## src/clint_pkg.sv

```systemverilog
package clint_pkg;

  // register selected by addr bits 1:0.
  typedef enum logic [1:0] {
    sel_msip     = 2'b00,
    sel_unmapped = 2'b01,
    sel_mtime    = 2'b10,
    sel_mtimecmp = 2'b11
  } clint_reg_sel_e;

  // data width of the access port, 32 or 64.
  parameter int default_xlen = 32;

  // clocks per mtime increment.
  parameter int default_tick_cycles = 100;

  // mtime and mtimecmp are 64 bits wide for either xlen.
  parameter int timer_width = 64;

  // width of one half-word access in 32-bit mode.
  parameter int half_width = 32;

endpackage

```

## src/clint_access_decode.sv

```systemverilog
`timescale 1ns/1ps

module clint_access_decode
  import clint_pkg::*;
(
  input  logic           clock,
  input  logic           reset,
  input  logic           rd_en,
  input  logic           wr_en,
  input  logic [2:0]     addr,
  output logic           msip_we,
  output logic           mtime_we,
  output logic           mtimecmp_we,
  output logic           upper_half,
  output clint_reg_sel_e read_sel,
  output logic           busy
);

  logic busy_q;

  // bits 1:0 pick the register, bit 2 picks the half in 32-bit mode.
  assign read_sel   = clint_reg_sel_e'(addr[1:0]);
  assign upper_half = addr[2];

  assign msip_we     = wr_en && (read_sel == sel_msip);
  assign mtime_we    = wr_en && (read_sel == sel_mtime);
  assign mtimecmp_we = wr_en && (read_sel == sel_mtimecmp);

  // busy follows an access by one cycle.
  // a held strobe makes it toggle, since it clears itself.
  always_ff @(posedge clock or posedge reset) begin
    if (reset) begin
      busy_q <= 1'b0;
    end else if (busy_q) begin
      busy_q <= 1'b0;
    end else begin
      busy_q <= rd_en || wr_en;
    end
  end

  assign busy = busy_q;

  // the bus never issues a read and a write in the same cycle.
  a_strobes_exclusive : assert property (
    @(posedge clock) disable iff (reset)
    !(rd_en && wr_en)
  ) else $error("rd_en and wr_en high together");

endmodule

```

## src/clint_readback_irq.sv

```systemverilog
`timescale 1ns/1ps

module clint_readback_irq
  import clint_pkg::*;
#(
  parameter int xlen = default_xlen
) (
  input  logic                   clock,
  input  logic                   reset,
  input  clint_reg_sel_e         read_sel,
  input  logic                   upper_half,
  input  logic [xlen-1:0]        msip_q,
  input  logic [timer_width-1:0] mtime_q,
  input  logic [timer_width-1:0] mtimecmp_q,
  output logic [xlen-1:0]        rd_data,
  output logic                   timer_irq,
  output logic                   software_irq
);

  logic [xlen-1:0] mtime_view;
  logic [xlen-1:0] mtimecmp_view;
  logic            timer_hit;

  generate
    if (xlen == half_width) begin : g_half_reads
      assign mtime_view = upper_half ? mtime_q[timer_width-1:half_width] :
                                       mtime_q[half_width-1:0];
      assign mtimecmp_view = upper_half ? mtimecmp_q[timer_width-1:half_width] :
                                          mtimecmp_q[half_width-1:0];
    end else begin : g_full_reads
      assign mtime_view    = mtime_q;
      assign mtimecmp_view = mtimecmp_q;
    end
  endgenerate

  always_comb begin
    case (read_sel)
      sel_msip:     rd_data = msip_q;
      sel_mtime:    rd_data = mtime_view;
      sel_mtimecmp: rd_data = mtimecmp_view;
      default:      rd_data = '0;
    endcase
  end

  // unsigned compare, registered once.
  assign timer_hit = (mtime_q >= mtimecmp_q);

  always_ff @(posedge clock or posedge reset) begin
    if (reset) begin
      timer_irq <= 1'b0;
    end else begin
      timer_irq <= timer_hit;
    end
  end

  assign software_irq = msip_q[0];

  a_timer_irq_cause : assert property (
    @(posedge clock) disable iff (reset)
    timer_irq |-> $past(mtime_q >= mtimecmp_q)
  ) else $error("timer_irq without a compare hit");

endmodule

```

## src/clint_timer_regs.sv

```systemverilog
`timescale 1ns/1ps

module clint_timer_regs
  import clint_pkg::*;
#(
  parameter int xlen        = default_xlen,
  parameter int tick_cycles = default_tick_cycles
) (
  input  logic                   clock,
  input  logic                   reset,
  input  logic                   msip_we,
  input  logic                   mtime_we,
  input  logic                   mtimecmp_we,
  input  logic                   upper_half,
  input  logic [xlen-1:0]        wr_data,
  output logic [xlen-1:0]        msip_q,
  output logic [timer_width-1:0] mtime_q,
  output logic [timer_width-1:0] mtimecmp_q
);

  // a period of one clock still needs a one-bit prescaler.
  localparam int presc_w = (tick_cycles > 1) ? $clog2(tick_cycles) : 1;
  localparam logic [presc_w-1:0] presc_last = presc_w'(tick_cycles - 1);

  logic [presc_w-1:0]     presc_q;
  logic                   tick;
  logic [timer_width-1:0] mtime_wr_value;
  logic [timer_width-1:0] mtimecmp_wr_value;

  // free-running prescaler, wraps at tick_cycles-1.
  always_ff @(posedge clock or posedge reset) begin
    if (reset) begin
      presc_q <= '0;
    end else if (tick) begin
      presc_q <= '0;
    end else begin
      presc_q <= presc_q + presc_w'(1);
    end
  end

  assign tick = (presc_q == presc_last);

  // 32-bit writes replace one half and keep the other.
  generate
    if (xlen == half_width) begin : g_half_writes
      assign mtime_wr_value = upper_half ?
                              {wr_data, mtime_q[half_width-1:0]} :
                              {mtime_q[timer_width-1:half_width], wr_data};
      assign mtimecmp_wr_value = upper_half ?
                                 {wr_data, mtimecmp_q[half_width-1:0]} :
                                 {mtimecmp_q[timer_width-1:half_width], wr_data};
    end else begin : g_full_writes
      assign mtime_wr_value    = wr_data;
      assign mtimecmp_wr_value = wr_data;
    end
  endgenerate

  always_ff @(posedge clock or posedge reset) begin
    if (reset) begin
      msip_q <= '0;
    end else if (msip_we) begin
      msip_q <= wr_data;
    end
  end

  // a load wins over the tick of the same cycle.
  always_ff @(posedge clock or posedge reset) begin
    if (reset) begin
      mtime_q <= '0;
    end else if (mtime_we) begin
      mtime_q <= mtime_wr_value;
    end else if (tick) begin
      mtime_q <= mtime_q + timer_width'(1);
    end
  end

  // all ones keeps the timer interrupt off until software programs it.
  always_ff @(posedge clock or posedge reset) begin
    if (reset) begin
      mtimecmp_q <= '1;
    end else if (mtimecmp_we) begin
      mtimecmp_q <= mtimecmp_wr_value;
    end
  end

  a_mtime_step : assert property (
    @(posedge clock) disable iff (reset)
    !mtime_we |=> (mtime_q == $past(mtime_q)) ||
                  (mtime_q == $past(mtime_q) + timer_width'(1))
  ) else $error("mtime moved by more than one without a write");

endmodule

```

## src/clint_top.sv

```systemverilog
`timescale 1ns/1ps

module clint_top
  import clint_pkg::*;
#(
  parameter int xlen        = default_xlen,
  parameter int tick_cycles = default_tick_cycles
) (
  input  logic                   clock,
  input  logic                   reset,
  input  logic                   rd_en,
  input  logic                   wr_en,
  input  logic [2:0]             addr,
  input  logic [xlen-1:0]        wr_data,
  output logic [xlen-1:0]        rd_data,
  output logic                   busy,
  output logic [xlen-1:0]        msip,
  output logic [timer_width-1:0] mtime,
  output logic [timer_width-1:0] mtimecmp,
  output logic                   timer_irq,
  output logic                   software_irq
);

  logic           msip_we;
  logic           mtime_we;
  logic           mtimecmp_we;
  logic           upper_half;
  clint_reg_sel_e read_sel;

  if (!(xlen == 32 || xlen == 64)) begin : g_bad_xlen
    $error("clint_top supports xlen 32 or 64 only");
  end

  clint_access_decode u_decode (
    .clock       (clock),
    .reset       (reset),
    .rd_en       (rd_en),
    .wr_en       (wr_en),
    .addr        (addr),
    .msip_we     (msip_we),
    .mtime_we    (mtime_we),
    .mtimecmp_we (mtimecmp_we),
    .upper_half  (upper_half),
    .read_sel    (read_sel),
    .busy        (busy)
  );

  clint_timer_regs #(
    .xlen        (xlen),
    .tick_cycles (tick_cycles)
  ) u_regs (
    .clock       (clock),
    .reset       (reset),
    .msip_we     (msip_we),
    .mtime_we    (mtime_we),
    .mtimecmp_we (mtimecmp_we),
    .upper_half  (upper_half),
    .wr_data     (wr_data),
    .msip_q      (msip),
    .mtime_q     (mtime),
    .mtimecmp_q  (mtimecmp)
  );

  clint_readback_irq #(
    .xlen (xlen)
  ) u_readback (
    .clock        (clock),
    .reset        (reset),
    .read_sel     (read_sel),
    .upper_half   (upper_half),
    .msip_q       (msip),
    .mtime_q      (mtime),
    .mtimecmp_q   (mtimecmp),
    .rd_data      (rd_data),
    .timer_irq    (timer_irq),
    .software_irq (software_irq)
  );

endmodule

```

## config.mk

```make
export PLATFORM = sky130hd
export DESIGN_NAME = clint_top
export DESIGN_NICKNAME = d
export VERILOG_FILES = /design/src/clint_pkg.sv /design/src/clint_access_decode.sv /design/src/clint_readback_irq.sv /design/src/clint_timer_regs.sv /design/src/clint_top.sv
export SDC_FILE = /design/constraint.sdc
export NUM_CORES = 1
export LEC_CHECK = 0
export BUFFER_PORTS_ARGS = -buffer_cell sky130_fd_sc_hd__buf_2
export CAP_MARGIN = 10
export CORE_UTILIZATION = 55
export DETAILED_ROUTE_END_ITERATION = 8
export MAX_ROUTING_LAYER = met4
export PLACE_DENSITY = 0.82
export SYNTH_ARGS = -nofsm -noshare
export SYNTH_HDL_FRONTEND = slang
export SYNTH_SLANG_ARGS = --single-unit
```

## constraint.sdc

```tcl
create_clock -name clock -period 10.1 [get_ports clock]
set_input_delay 1.01 -clock clock [delete_from_list [all_inputs] [get_ports clock]]
set_output_delay 1.01 -clock clock [all_outputs]
set_load 0.05 [all_outputs]
```

==> impl_metrics.toml <==
[setup_path]
r2r_cells = 6
worst-path-max-fanout = 41
slowest_delay_ns = 0.69
crit_top_cell = "buf_4"
cp_slowest_cell = "buf_4"
path_class = "in -> out"
required_ns = 9.09
startpoint_type = "primary input"
timing.critical_path.arrival_ns = 3.11
crit_path_cell_trace = "buf_4 > buf_4 > mux2i_1 > nand2_1 > o21ai_0 > o22ai_1 > buf_2"
worst_setup_path_end_kind = "output port"

[synthesis]
synth_edf_count = 0
synth_warnings = 0
synthFlopType = "dfrtp_1"
synth.distinct_cells = 66
yosys-top-cells-area = "dfrtp_1 24%, dfstp_2 16%, mux2_2 10%, ha_1 7.7%, mux2i_1 5.6%"
syn_avg_cell_area_um2 = 9.58
ys_seq_area_frac = 0.400
syn_area_um2 = 10800
yosysTopAreaCell = "dfrtp_1"
synth_cells = 1124
synth.top_cell.area_share = 0.244
ys_async_sr_fraction = 1.00
synth_nets = 1229
ys_seq_elements = 169

[layout]
drive_above_1_share = 0.337
multi_input_area_um2 = 5920
utilization = 0.673
layout_commonest_cell = "buf_2"
final_nets = 1433
antenna_cells = 0
area_growth_pct = 18.5
final_cell_mix = "232 x buf_2, 105 x dfrtp_1, 101 x nand2_1"
final-seq-area_um2 = 4310
fillers = 1498

[floorplan]
core_area_um2 = 19000
die_y_um = 142
fp.dieW_um = 142
pin_count = 234
die-area_um2 = 20100
start_util = 0.568
rows = 50

[global_route]
antenna_found_initial = 0
grt-ovfl-total = 0
grt_start_max_net_pins = 94
grt_pass1_vias = 9707
grtUsageTotal = 0.363
grt_pass1_wl_um = 54400

[routing]
drt_iter0_markers = 1219
drc = 0
dr.pass1.iters = 6
route.antenna.remaining_nets = 0
drt_wl_total_um = 34700
wl_per_cell_um = 21.7
drt-vias-per-instance = 6.41
vias = 10268

[timing]
final_hold_viol_count = 0
finalCriticalPeriod_ns = 4.12
rsz0062_at_grt = "false"
fin_crit_sh = 0.408
setup_violations = 0
tns_ns = 0
tightest_slew_ns = 1.16
holdWs_ns = 0.433
slew_viol_final = 0
clock_skew_ns = 0.00897
relSlewSlack = 0.227
fmax_ghz = 0.243

[clock_tree]
clk_latency_ns = 0.44
cts_hold_buf = 0
postCtsSetupBuffers = 0
htree_levels = 4
cts.path.max_buffers = 2
clockRootBuffer = "clkbuf_16"
cts_tree = "done"
cts_buffers = 17
clock-sinks = 169
clk_pin_slew_ns = 0.07
post_cts_resized = 0

[power]
clkPwrFrac = 0.238
power_uw = 3060
net-switching-power_uw = 1420
combPwrFrac = 0.418
power.density_nw_per_um2 = 240
p_int_uw = 1640
power.leakage_uw = 0.00589
irDropWorstVdd_v = 0.000172
switching_share = 0.463
p_seq_frac = 0.344

[placement]
port_buffers = 233
dpl.hpwl_um = 24300
place_congestion = 0.974

[status]
outcome = "finished, final reports clean"

[run]
maxCapViolCount = 0

[hold_path]
hold_class = "reg -> reg"
min_path_cells = 1
==> routing by layer <==
layer	track usage	wire length (um)	vias up
met5	-	0	-
met4	0.145	1080	0
met3	0.0587	3130	89
met2	0.557	16200	602
met1	0.482	14300	5003
li1	-	-	4574
==> area by class of cell <==
class                   instances  area share
repair buffers                245      0.0987
clock buffers                  18      0.0344
multi-input cells             817       0.464
inverters                      78      0.0233
well taps                     260      0.0255
clock inverters                14      0.0161
flip-flops and latches        169       0.338
==> worst max-delay path: cells and delay by family <==
| family | cells | cell delay [ns] |
|---|---|---|
| mux | 1 | 0.16 |
| buf+inv | 3 | 1.48 |
| simple gates | 1 | 0.09 |
| compound gates | 2 | 0.31 |
==> power groups by stage <==
stage	registers (uW)	clock network (uW)	logic, uW
6_report	1050	730	1280
5_1_grt	1070	759	1370
4_1_cts	1040	731	1280
3_5_place_dp	1060	0	1270
3_3_place_gp	1050	0	1240
2_1_floorplan	1470	0	510
==> cells by family (layout without fill, tap and decap cells) <==
kind of cell               after synthesis  in the layout  synth area share
and+or+nand+nor                        329            329             0.156
buffers and inverters                  138            355            0.0504
muxes                                  156            156             0.156
AOI/OAI and AO/OA                      256            256             0.153
adders and majority gates               66             66            0.0767
DFF                                    169            169             0.400
xor gates and xnor gates                10             10           0.00814
==> stage by stage <==
| step | instance area [um^2] | std cells | setup WS [ns] |
|---|---|---|---|
| finish | 12800 | 1601 | 5.98 |
| global route | 12800 | 1601 | 5.88 |
| CTS | 12800 | 1601 | 6.06 |
| detailed placement | 12100 | 1569 | 6.00 |
| global placement | 12100 | 1569 | 6.05 |
| floorplan | 10800 | 1124 | 4.62 |
==> path summary, 6_finish.rpt <==
kind                                   start            endpoint  slack [ns]
setup / recovery                     addr[2]         rd_data[17]        5.98
hold / removal                 u_decode.busy       u_decode.busy        0.43
setup reg to reg           u_regs.mtime_q[5]  u_regs.mtime_q[47]        6.87
hold reg to reg                u_decode.busy       u_decode.busy        0.43
max in group asynchronous              reset  u_regs.mtime_q[57]        7.88
min in group asynchronous              reset    u_regs.msip_q[4]        0.71
==> synthesized netlist by cell type, drive strengths merged, types with 6 or more instances <==
library cell	count
buf	17
nor4	12
xnor2	7
nor3	33
or4	6
ha	66
and4	6
dfrtp	105
and2	7
mux2i	60
dfstp	64
a211oi	9
o21ai	70
a21o	18
o311ai	11
or3	7
nor2	55
nand4	32
a221o	7
nand2	102
nand3	39
and3	14
mux2	96
inv	78
clkbuf	43
o211ai	17
o22ai	38
a21oi	46
==> registers in the layout (all words and copies together), names as in the netlist <==
register and cells:
u_regs.mtime_q 64, u_regs.mtimecmp_q 64, u_decode.busy 1, u_readback.timer_irq 1, u_regs.msip_q 32, u_regs.presc_q 7
No activity file was read; power rests on OpenSTA's default activity.
